==> config.mk <==
export PLATFORM = sky130hd
export DESIGN_NAME = mem_pipe_top
export DESIGN_NICKNAME = d
export VERILOG_FILES = /design/src/source/mem_pipe_pkg.sv /design/src/source/ex_mem_if.sv /design/src/source/ex_stage.sv /design/src/source/ex_mem_reg.sv /design/src/source/mem_stage.sv /design/src/source/pipe_ctrl.sv /design/src/source/mem_pipe_top.sv
export VERILOG_INCLUDE_DIRS = /design/src /design/src/include
export SDC_FILE = /design/constraint.sdc
export NUM_CORES = 2
export LEC_CHECK = 0
export BUFFER_PORTS_ARGS = -buffer_cell sky130_fd_sc_hd__buf_2
export CAP_MARGIN = 25
export CORE_ASPECT_RATIO = 0.5
export CORE_MARGIN = 3
export CORE_UTILIZATION = 55
export DETAILED_ROUTE_END_ITERATION = 7
export HOLD_SLACK_MARGIN = 0.08
export MAX_ROUTING_LAYER = met4
export PLACE_DENSITY = 0.72
export SLEW_MARGIN = 20
export SYNTH_ARGS = -nofsm -noshare
export SYNTH_HDL_FRONTEND = slang
export SYNTH_SLANG_ARGS = --single-unit
==> constraint.sdc <==
create_clock -name clk -period 8.5 [get_ports clk]
set_input_delay 1.275 -clock clk [delete_from_list [all_inputs] [get_ports clk]]
set_output_delay 1.275 -clock clk [all_outputs]
set_load 0.01 [all_outputs]
==> src/include/mem_pipe_config.svh <==
`ifndef MEM_PIPE_CONFIG_SVH
`define MEM_PIPE_CONFIG_SVH

// --------------------------------------------------------------------------
// data ram geometry
// --------------------------------------------------------------------------

`define MP_MEM_WORDS 64             // depth in 32-bit words.
`define MP_MEM_AW    6              // log2 of the depth.

// the word index wraps modulo the depth, only the low MP_MEM_AW
// index bits reach the ram.

`endif

==> src/source/mem_pipe_pkg.sv <==
package mem_pipe_pkg;

    typedef logic [31:0] word_t;        // data or address word.
    typedef logic [4:0]  reg_addr_t;    // destination register number.

    // ----------------------------------------------------------------------
    // op codes, OP_NOP marks an empty slot
    // ----------------------------------------------------------------------
    typedef enum logic [3:0] {
        OP_NOP = 4'd0,
        OP_ADD = 4'd1,
        OP_SUB = 4'd2,
        OP_AND = 4'd3,
        OP_OR  = 4'd4,
        OP_XOR = 4'd5,
        OP_SLT = 4'd6,                  // signed compare.
        OP_LB  = 4'd7,
        OP_LBU = 4'd8,
        OP_LH  = 4'd9,
        OP_LHU = 4'd10,
        OP_LW  = 4'd11,
        OP_SB  = 4'd12,
        OP_SH  = 4'd13,
        OP_SW  = 4'd14
    } op_e;

    typedef enum logic [1:0] {
        EXC_NONE = 2'd0,
        EXC_ADEL = 2'd1,                // misaligned load.
        EXC_ADES = 2'd2                 // misaligned store.
    } exc_e;

    // ----------------------------------------------------------------------
    // ex result word, decoded as data or as a byte address
    // ----------------------------------------------------------------------
    typedef struct packed {
        logic [29:0] index;             // word index.
        logic [1:0]  offset;            // byte within the word.
    } addr_fields_t;

    typedef union packed {
        word_t        data;             // alu ops.
        addr_fields_t addr;             // loads and stores.
    } result_u;

endpackage

==> src/source/ex_mem_if.sv <==
`timescale 1ns/1ps

// one pipeline slot travelling between stages.
interface ex_mem_if;
    import mem_pipe_pkg::*;

    word_t     pc;
    op_e       op;
    result_u   result;                  // alu data or effective address.
    word_t     store_data;
    reg_addr_t wraddr;

    modport src (
        output pc,
        output op,
        output result,
        output store_data,
        output wraddr
    );

    modport dst (
        input pc,
        input op,
        input result,
        input store_data,
        input wraddr
    );

endinterface

==> src/source/ex_stage.sv <==
`timescale 1ns/1ps

module ex_stage (
    input  mem_pipe_pkg::op_e       op,
    input  mem_pipe_pkg::word_t     pc,
    input  mem_pipe_pkg::word_t     src_a,
    input  mem_pipe_pkg::word_t     src_b,
    input  logic [15:0]             imm,
    input  mem_pipe_pkg::reg_addr_t wraddr,
    ex_mem_if.src                   out
);
    import mem_pipe_pkg::*;

    word_t   imm_sext;
    word_t   eff_addr;
    result_u res;

    assign imm_sext = {{16{imm[15]}}, imm};
    assign eff_addr = src_a + imm_sext;     // base plus offset.

    // ----------------------------------------------------------------------
    // alu result or effective address
    // ----------------------------------------------------------------------
    always_comb begin
        res.data = '0;
        case (op)
            OP_ADD: begin
                res.data = src_a + src_b;
            end
            OP_SUB: begin
                res.data = src_a - src_b;
            end
            OP_AND: begin
                res.data = src_a & src_b;
            end
            OP_OR: begin
                res.data = src_a | src_b;
            end
            OP_XOR: begin
                res.data = src_a ^ src_b;
            end
            OP_SLT: begin
                res.data = {31'd0, $signed(src_a) < $signed(src_b)};
            end
            OP_LB, OP_LBU, OP_LH, OP_LHU, OP_LW,
            OP_SB, OP_SH, OP_SW: begin
                res.addr = eff_addr;        // address view for memory ops.
            end
            default: begin
                res.data = '0;              // nop carries a zero result.
            end
        endcase
    end

    assign out.pc         = pc;
    assign out.op         = op;
    assign out.result     = res;
    assign out.store_data = src_b;          // store value from rt.
    assign out.wraddr     = wraddr;

endmodule

==> src/source/ex_mem_reg.sv <==
`timescale 1ns/1ps

module ex_mem_reg (
    input  logic  clk,
    input  logic  rst,
    input  logic  stall,
    input  logic  flush,
    ex_mem_if.dst in,
    ex_mem_if.src out
);
    import mem_pipe_pkg::*;

    // ----------------------------------------------------------------------
    // slot register, flush beats stall
    // ----------------------------------------------------------------------
    always_ff @(posedge clk or posedge rst) begin
        if (rst) begin
            out.pc         <= '0;
            out.op         <= OP_NOP;
            out.result     <= '0;
            out.store_data <= '0;
            out.wraddr     <= '0;
        end else begin
            if (flush) begin
                out.pc         <= in.pc;        // bubble keeps its pc.
                out.op         <= OP_NOP;
                out.result     <= '0;
                out.store_data <= '0;
                out.wraddr     <= '0;
            end else if (!stall) begin
                out.pc         <= in.pc;
                out.op         <= in.op;
                out.result     <= in.result;
                out.store_data <= in.store_data;
                out.wraddr     <= in.wraddr;
            end
            // stall alone holds the slot.
        end
    end

endmodule

==> src/source/mem_stage.sv <==
`timescale 1ns/1ps
`include "mem_pipe_config.svh"

module mem_stage (
    input  logic                    clk,
    input  logic                    rst,
    input  logic                    stall,
    ex_mem_if.dst                   in,
    output logic                    fault,
    output mem_pipe_pkg::exc_e      fault_code,
    output mem_pipe_pkg::word_t     fault_addr,
    output logic                    wb_valid,
    output mem_pipe_pkg::reg_addr_t wb_addr,
    output mem_pipe_pkg::word_t     wb_data,
    output mem_pipe_pkg::word_t     wb_pc
);
    import mem_pipe_pkg::*;

    word_t                 ram [`MP_MEM_WORDS];
    logic [`MP_MEM_AW-1:0] idx;
    logic [1:0]            off;
    logic                  is_load;
    logic                  is_store;
    logic                  is_half;
    logic                  is_word;
    logic                  writes_reg;
    logic                  mem_we;
    logic                  wb_en;
    logic [3:0]            be;
    word_t                 wdata;
    word_t                 rdata;
    logic [7:0]            lane_b;
    logic [15:0]           lane_h;
    word_t                 load_val;

    assign idx = in.result.addr.index[`MP_MEM_AW-1:0];  // wraps modulo depth.
    assign off = in.result.addr.offset;

    // ----------------------------------------------------------------------
    // op decode and alignment check
    // ----------------------------------------------------------------------
    always_comb begin
        is_load    = 1'b0;
        is_store   = 1'b0;
        is_half    = 1'b0;
        is_word    = 1'b0;
        writes_reg = 1'b0;
        case (in.op)
            OP_ADD, OP_SUB, OP_AND, OP_OR, OP_XOR, OP_SLT: writes_reg = 1'b1;
            OP_LB, OP_LBU: begin
                is_load    = 1'b1;
                writes_reg = 1'b1;
            end
            OP_LH, OP_LHU: begin
                is_load    = 1'b1;
                is_half    = 1'b1;
                writes_reg = 1'b1;
            end
            OP_LW: begin
                is_load    = 1'b1;
                is_word    = 1'b1;
                writes_reg = 1'b1;
            end
            OP_SB: is_store = 1'b1;
            OP_SH: begin
                is_store = 1'b1;
                is_half  = 1'b1;
            end
            OP_SW: begin
                is_store = 1'b1;
                is_word  = 1'b1;
            end
            default: writes_reg = 1'b0;
        endcase
    end

    assign fault      = (is_half && off[0]) || (is_word && off != 2'd0);
    assign fault_code = !fault ? EXC_NONE : (is_store ? EXC_ADES : EXC_ADEL);
    assign fault_addr = in.result.data;     // bad virtual address.

    // ----------------------------------------------------------------------
    // store lanes, little-endian
    // ----------------------------------------------------------------------
    always_comb begin
        case (in.op)
            OP_SB: begin
                be    = 4'b0001 << off;
                wdata = {4{in.store_data[7:0]}};
            end
            OP_SH: begin
                be    = off[1] ? 4'b1100 : 4'b0011;
                wdata = {2{in.store_data[15:0]}};
            end
            default: begin
                be    = 4'b1111;
                wdata = in.store_data;
            end
        endcase
    end

    assign mem_we = is_store && !fault && !stall;

    always_ff @(posedge clk) begin
        if (mem_we) begin
            for (int i = 0; i < 4; i++) begin
                if (be[i]) begin
                    ram[idx][8*i +: 8] <= wdata[8*i +: 8];
                end
            end
        end
    end

    // load lane select and extension.
    assign rdata  = ram[idx];
    assign lane_b = rdata[8*off +: 8];
    assign lane_h = off[1] ? rdata[31:16] : rdata[15:0];

    always_comb begin
        case (in.op)
            OP_LB:   load_val = {{24{lane_b[7]}}, lane_b};
            OP_LBU:  load_val = {24'd0, lane_b};
            OP_LH:   load_val = {{16{lane_h[15]}}, lane_h};
            OP_LHU:  load_val = {16'd0, lane_h};
            default: load_val = rdata;
        endcase
    end

    // ----------------------------------------------------------------------
    // writeback register
    // ----------------------------------------------------------------------
    assign wb_en = writes_reg && in.wraddr != 5'd0 && !fault && !stall;

    always_ff @(posedge clk or posedge rst) begin
        if (rst) begin
            wb_valid <= 1'b0;
            wb_addr  <= '0;
            wb_data  <= '0;
            wb_pc    <= '0;
        end else begin
            wb_valid <= wb_en;
            if (wb_en) begin
                wb_addr <= in.wraddr;
                wb_data <= is_load ? load_val : in.result.data;
                wb_pc   <= in.pc;
            end
        end
    end

endmodule

==> src/source/pipe_ctrl.sv <==
`timescale 1ns/1ps

module pipe_ctrl (
    input  logic                clk,
    input  logic                rst,
    input  logic                hold,
    input  logic                fault,
    input  logic                exc_clr,
    input  mem_pipe_pkg::exc_e  fault_code,
    input  mem_pipe_pkg::word_t fault_addr,
    input  mem_pipe_pkg::word_t fault_pc,
    output logic                stall,
    output logic                flush,
    output logic                exc_valid,
    output mem_pipe_pkg::exc_e  exc_code,
    output mem_pipe_pkg::word_t exc_epc,
    output mem_pipe_pkg::word_t exc_badvaddr
);
    import mem_pipe_pkg::*;

    assign stall = hold;                    // environment hold.
    assign flush = fault || exc_valid;      // kill everything behind a fault.

    // ----------------------------------------------------------------------
    // exception state, first fault wins until cleared
    // ----------------------------------------------------------------------
    always_ff @(posedge clk or posedge rst) begin
        if (rst) begin
            exc_valid    <= 1'b0;
            exc_code     <= EXC_NONE;
            exc_epc      <= '0;
            exc_badvaddr <= '0;
        end else if (fault && !exc_valid) begin
            exc_valid    <= 1'b1;
            exc_code     <= fault_code;
            exc_epc      <= fault_pc;
            exc_badvaddr <= fault_addr;
        end else if (exc_clr && !fault) begin
            exc_valid <= 1'b0;
            exc_code  <= EXC_NONE;
        end
    end

endmodule

==> src/source/mem_pipe_top.sv <==
`timescale 1ns/1ps

module mem_pipe_top (
    input  logic                    clk,
    input  logic                    rst,
    input  logic                    hold,
    input  logic                    exc_clr,
    input  mem_pipe_pkg::op_e       in_op,
    input  mem_pipe_pkg::word_t     in_pc,
    input  mem_pipe_pkg::word_t     in_src_a,
    input  mem_pipe_pkg::word_t     in_src_b,
    input  logic [15:0]             in_imm,
    input  mem_pipe_pkg::reg_addr_t in_wraddr,
    output logic                    wb_valid,
    output mem_pipe_pkg::reg_addr_t wb_addr,
    output mem_pipe_pkg::word_t     wb_data,
    output mem_pipe_pkg::word_t     wb_pc,
    output logic                    exc_valid,
    output mem_pipe_pkg::exc_e      exc_code,
    output mem_pipe_pkg::word_t     exc_epc,
    output mem_pipe_pkg::word_t     exc_badvaddr
);
    import mem_pipe_pkg::*;

    logic  stall;
    logic  flush;
    logic  fault;
    exc_e  fault_code;
    word_t fault_addr;

    ex_mem_if ex_bus ();                    // ex to ex/mem register.
    ex_mem_if mem_bus ();                   // ex/mem register to mem.

    ex_stage u_ex (
        .op     (in_op),
        .pc     (in_pc),
        .src_a  (in_src_a),
        .src_b  (in_src_b),
        .imm    (in_imm),
        .wraddr (in_wraddr),
        .out    (ex_bus.src)
    );

    ex_mem_reg u_ex_mem (
        .clk   (clk),
        .rst   (rst),
        .stall (stall),
        .flush (flush),
        .in    (ex_bus.dst),
        .out   (mem_bus.src)
    );

    mem_stage u_mem (
        .clk        (clk),
        .rst        (rst),
        .stall      (stall),
        .in         (mem_bus.dst),
        .fault      (fault),
        .fault_code (fault_code),
        .fault_addr (fault_addr),
        .wb_valid   (wb_valid),
        .wb_addr    (wb_addr),
        .wb_data    (wb_data),
        .wb_pc      (wb_pc)
    );

    pipe_ctrl u_ctrl (
        .clk          (clk),
        .rst          (rst),
        .hold         (hold),
        .fault        (fault),
        .exc_clr      (exc_clr),
        .fault_code   (fault_code),
        .fault_addr   (fault_addr),
        .fault_pc     (mem_bus.pc),
        .stall        (stall),
        .flush        (flush),
        .exc_valid    (exc_valid),
        .exc_code     (exc_code),
        .exc_epc      (exc_epc),
        .exc_badvaddr (exc_badvaddr)
    );

endmodule

======== Yosys cells after proc, flatten, opt, wreduce, memory -nomap -nowiden ========
Memories as Yosys holds them, arrays and structs flattened.
Index checks and enable logic that the tools add are counted.
word-level totals
  output and inout port bits .............. 137
  register bits ........................... 242
  memory bits (writable) .................. 2048
  memories kept ........................... 1
  bits in latches ......................... 0
  ROM bits ................................ 0
  word-level logic and storage cells ...... 115
  bits of input ports ..................... 125
memories
  name       words  bits a word  read ports  clocked after Yosys merged registers in  write ports  RTL line         RTL
  u_mem.ram  64     32           1           0                                        1            mem_stage.sv:19  word_t ram [`MP_MEM_WORDS];
cells by class
  eq/ne operators ......................... 29
  multipliers ............................. 0
  divide/modulo/power cells ............... 0
  add/subtract/negate cells ............... 3
  shifts and indexed selects .............. 2
  muxes and demuxes ....................... 40
  bitwise operators ....................... 3
  $lt $le $gt $ge ......................... 1
  reductions and logical operators ........ 23
operators with widths
  kind                count
  $mux 32             7
  $pmux 32 s7         1
  $pmux 32 s4         1
  $add 32x32->32      2
  $pmux 32 s2         1
  $eq 4x4->1 const B  14
  $and 32x32->32      1
  $eq 4x3->1 const B  8
  $lt 32x32->1        1
  $or 32x32->32       1
  $shiftx 32x6->8     1
  $sub 32x32->32      1
  $xor 32x32->32      1
  $mux 1              19
  $eq 4x2->1 const B  4
  $mux 16             1
  $mux 4              3
  $reduce_or 11->1    1
  $mux 5              2
  $logic_and 1x1->1   9
  $eq 4x1->1 const B  2
  $mux 2              4
  $pmux 4 s2          1
  $reduce_or 8->1     1
  9 further kinds     14

======== Logic depth before layout (Yosys ltp) ========
  depth in word-level cells ............... 10
  gate-level depth with buffers ........... 19
  gate-level depth less buffers ........... 15

======== Modules after synthesis ========
Synthesis repeated with hierarchy kept, for this count alone.
second synthesis, totals
  cells, all modules ...................... 6260
  area total of the unflattened synthesis .. 96179.7 µm²
modules (own cells, without submodules)
  module      times used  sequential area each (µm²)  area each (µm²)  cells each
  mem_stage   1           63250.7                     82765.6          4896
  ex_stage    1           0.0                         6304.8           910
  ex_mem_reg  1           2627.5                      4259.1           305
  pipe_ctrl   1           1676.6                      2850.2           149

======== Worst setup path before layout ========
Ideal clock, no wire load.
  path type ............................... input-to-reg
  start ................................... input in_op[1]
  end ..................................... register u_ex_mem.out.result[26]
  buffers on the path ..................... 2
  data arrival time ....................... 5.041 ns
  slack ................................... 3.338 ns
  required time ........................... 8.379 ns
  setup time .............................. 0.121 ns
  stages .................................. 17
  cells stage by stage .................... clkbuf_1 -> nand3_1 -> xor2_1 -> clkbuf_1 -> mux2_2 -> ha_1 -> fa_1 -> nand3_1 -> nand2_1 -> a31oi_1 -> o31ai_1 -> a31oi_1 -> a31oi_1 -> or3_1 -> a31oi_1 -> nand3_1 -> a22o_1
between the ends
  cells in the longest elaborated chain, start to end .. 5
  elaborated cells on any way between the ends .. 18
  those cells by class .................... eq/ne: 14; mux: 3; reduce/logical: 1
ends and longest elaborated chain
  element                                   RTL line           RTL
  start: declaration                        mem_pipe_top.sv:8  input mem_pipe_pkg::op_e in_op,
  $eq 4x3->1 or $eq 4x4->1 (tied branches)  ex_stage.sv:26     case (op)
  $reduce_or 8->1                           ex_stage.sv:26
  $pmux 32 s7 *                             ex_stage.sv:26
  $mux 32 *                                 ex_mem_reg.sv:30   end else if (!stall) begin
  $mux 32 *                                 ex_mem_reg.sv:24   if (flush) begin
  end: declaration                          ex_mem_if.sv:16    output result,
Mark *: on every way between the ends. The rest lies on a longest branch, timed or not. The select of a mux whose other input is x is not followed.
A chain may end at the register's enable or synchronous reset.

======== Worst setup path after layout ========
  start ................................... register u_ex_mem.out.result[2]
  end ..................................... register u_mem.wb_data[29]
between the ends
  cells in the longest elaborated chain, start to end .. 4
  elaborated cells on any way between the ends .. 5
  those cells by class .................... shift: 1; mux: 3; memory: 1
ends and longest elaborated chain
  element                                     RTL line                            RTL
  $mem_v2 64x32 *                             n/a
  $shiftx 32x6->8 or $mux 16 (tied branches)  mem_stage.sv:115, mem_stage.sv:116
  $pmux 32 s4 *                               mem_stage.sv:119                    case (in.op)
  $mux 32 *                                   mem_stage.sv:143                    wb_data <= is_load ? load_val : in.result.data;
  end signal: assignment                      mem_stage.sv:143
  end: declaration                            mem_stage.sv:14                     output mem_pipe_pkg::word_t wb_data,
Mark *: on every way between the ends. The rest lies on a longest branch, timed or not.

==> results.json <==
{
  "clk_latency_ps": 900,
  "die_h_um": 298,
  "cp.arrival_ps": 6540,
  "yosys.area.top_type": "edfxtp_1",
  "first_pass_iters": 7,
  "io_pins": 262,
  "synth_area_leaders": "edfxtp_1 (66%), dfrtp_1 (6.5%), a22oi_1 (2.8%), mux2i_1 (2.6%), nand2_1 (2.0%)",
  "seq_power_share_pct": 44.6,
  "nets": 6622,
  "dp_slack_ps": 2660,
  "yosysWarnings": 0,
  "min_path_type": "register to register",
  "critical_path_class": "register to register",
  "die_w_um": 589,
  "r2r_start": "u_ex_mem.out.result[2]",
  "reg2reg_slack_ps": 2630,
  "p_total_mw": 32.3,
  "port_buffers": 261,
  "worst_pin_slew_ps": 1280,
  "ff_latch_area_um2": 67600,
  "critPathMaxFanout": 43,
  "power_switching_mw": 11.3,
  "synth_top_cell_area_share_pct": 65.7,
  "critPathCaptureType": "register",
  "maxSlewHeadroom_pct": 14.4,
  "critical_path.top_delay_family": "simple AND/OR/NAND/NOR gates",
  "fp.dieArea_um2": 175000,
  "dp_hpwl_mm": 194,
  "cpMaxStageDelayCell": "nor4_4",
  "clock_skew_ps": 90.9,
  "ys_seq_area_share_pct": 72.2,
  "grt_pass1_wl_mm": 438,
  "synth_nets": 6412,
  "fin_setup_tns_ps": 0,
  "crit_chain": "buf_4 > buf_4 > nor2b_2 > buf_4 > a22oi_1 > nand3_1 > nand3_1 > nor4_4 > a21oi_1 > o2bb2ai_1 > or3_4 > o22ai_1 > o21ai_0",
  "synthArstFlopShare_pct": 10.6,
  "fin_ws_ps": 2630,
  "antenna_found_initial": 29,
  "worstHoldStart": "u_mem.wb_pc[13]",
  "synth-main-ff-cell": "edfxtp_1",
  "pwr_density_cell_nw_per_um2": 312,
  "drive_gt1_share_pct": 15.2,
  "clk_pin_slew_worst_paths_ps": 70,
  "syn_avg_cell_area_um2": 15.2,
  "drt-wirelength-per-cell_um": 35.7,
  "drt_iter0_drc": 10800,
  "p_clk_share_pct": 27.4,
  "min_path_cells": 2,
  "root_buffer": "clkbuf_16",
  "grt-ovfl-total": 0,
  "synthCells": 6151,
  "grt_pass1_vias": 58100,
  "cts-resized-gates": 0,
  "multi_input_area_um2": 23900,
  "cts_num_sinks": 2290,
  "vias": 61600,
  "netlist_area_um2": 93600,
  "clock_path_buffers": 4,
  "ys_ff_latch": 2290,
  "num_rows": 106,
  "grtUsageTotal_pct": 36.1,
  "fill_cells": 12100,
  "r2r_cells": 13,
  "mostFrequentLayoutCells": "edfxtp_1 (2048), nand2_1 (490), nor2_1 (478)",
  "layout_commonest_cell": "edfxtp_1",
  "routed_via_density": 6.98,
  "critical-path-max-stage-delay_ps": 960,
  "rsz0062_at_grt": "false",
  "p_comb_share_pct": 28.0,
  "hold_viol": 0,
  "grt_max_degree": 101,
  "drv_slew": 0,
  "worstPathRequired_ps": 9170,
  "h-tree-depth": 4,
  "fin_crit_ps": 5870,
  "wl_mm": 314,
  "area_growth_pct": 10.6,
  "maxCapViolCount": 0,
  "p_sw_share_pct": 34.9,
  "numCtsBuffers": 199,
  "drtAntennaViolNets": 0,
  "cts_tree": "done",
  "cp-start-kind": "register",
  "setup_violations": 0,
  "start_util_pct": 55.7,
  "critPathMostFrequentCell": "buf_4",
  "routabilityCongestion": 0.984,
  "drc": 0,
  "postCtsHoldBufs": 0,
  "max_freq_mhz": 170,
  "peakVddDrop_uv": 223,
  "r2r_end": "u_mem.wb_data[29]",
  "path_buf_inv": 3,
  "coreArea_um2": 168000,
  "power.internal_mw": 21.0,
  "synth_edf_count": 2048,
  "cellLeakagePower_nw": 35.0,
  "postCtsSetupBuffers": 0,
  "status": "finished clean",
  "synth_cell_types": 97,
  "hold_end": "u_mem.wb_pc[13]",
  "fin_crit_sh_pct": 69.0
}
[cells by family (layout without fill, tap and decap cells)]
family | count (synthesis) | count (layout) | synth area share (%)
other | 0 | 40 | 0
adder cells (fa/ha/maj) | 136 | 136 | 1.83
multiplexers | 451 | 451 | 5.76
AO/OA/AOI/OAI | 1477 | 1477 | 11.4
XOR/XNOR | 47 | 47 | 0.440
AND/OR/NAND/NOR | 1242 | 1242 | 5.67
flip-flops | 2290 | 2290 | 72.2
buffers and inverters | 508 | 863 | 2.71
[power groups by stage]
stage	logic, mW	registers (mW)	clock network, mW
6_report	9.06	14.4	8.85
4_1_cts	8.52	14.4	8.82
3_5_place_dp	8.49	14.6	0
5_1_grt	9.19	14.4	9.31
2_1_floorplan	4.44	14.6	0
3_3_place_gp	8.28	14.6	0
[per-stage QoR]
stage               utilization, %  cells  area, µm²  hold slack [ps]
global route                  61.6   8805     104000              489
CTS                           61.5   8765     103000              474
global placement              57.8   8410      97100              452
finish                        61.6   8814     104000              470
detailed placement            57.9   8419      97200              458
floorplan                        -   6151      93600              452
[state kept, by name, indices dropped and copies added, names as in the netlist, 2 cells and up]
| signal | count |
|---|---|
| u_ex_mem.out.op | 4 |
| u_ex_mem.out.wraddr | 5 |
| u_ctrl.exc_badvaddr | 32 |
| u_mem.wb_data | 32 |
| u_ex_mem.out.result | 32 |
| u_ctrl.exc_epc | 32 |
| u_ex_mem.out.store_data | 32 |
| u_mem.wb_addr | 5 |
| u_mem.ram | 2048 |
| u_mem.wb_pc | 32 |
| u_ex_mem.out.pc | 32 |
| u_ctrl.exc_code | 2 |
[per-layer routing]
layer  part of all wire [%]  global-route usage, %  up-vias
met4                    5.3                   15.8        0
met2                     43                   50.0     5199
met5                      0                      -        -
li1                       -                      -    24600
met3                     17                   15.6      948
met1                     35                   46.2    30800
[worst register-to-register path: cells and delay by family, from the launching register on]
kind | cells | cell delay, ps
buffers and inverters | 3 | 1880
DFF | 1 | 810
and+or+nand+nor | 5 | 1970
AOI/OAI and AO/OA | 5 | 1040
[layout make-up]
cell class	instances	share of cell area, %
Sequential cell	2290	65.3
Multi-Input combinational cell	3353	23.1
Clock buffer	245	5.10
Tap cell	2268	2.74
Timing Repair Buffer	410	2.53
Clock inverter	101	0.800
Inverter	107	0.398
Antenna cell	40	0.0967
[cell usage after synthesis (all sizes together) (32+ instances only)]
| cell type | instances |
|---|---|
| edfxtp | 2048 |
| nand2 | 491 |
| nor2 | 487 |
| a22oi | 343 |
| mux2i | 244 |
| dfrtp | 242 |
| buf | 224 |
| a221oi | 215 |
| a21oi | 204 |
| o21ai | 182 |
| clkbuf | 177 |
| mux2 | 153 |
| ha | 134 |
| a22o | 118 |
| a31oi | 112 |
| inv | 106 |
| o22ai | 70 |
| mux4 | 54 |
| nor3 | 47 |
| nand3 | 44 |
| a221o | 34 |
| nand4 | 32 |
[worst max path at each step]
stage | start | depth (start not counted) | to
3_5_place_dp | in_op[2] | 16 | u_ex_mem.out.result[26]
5_1_grt | u_ex_mem.out.result[2] | 13 | u_mem.wb_data[29]
3_3_place_gp | in_op[2] | 16 | u_ex_mem.out.result[26]
4_1_cts | u_ex_mem.out.result[2] | 13 | u_mem.wb_data[29]
2_1_floorplan | rst | 1 | u_ctrl.exc_badvaddr[0]
6_report | u_ex_mem.out.result[2] | 13 | u_mem.wb_data[29]
(Power assumes the default switching activity.)
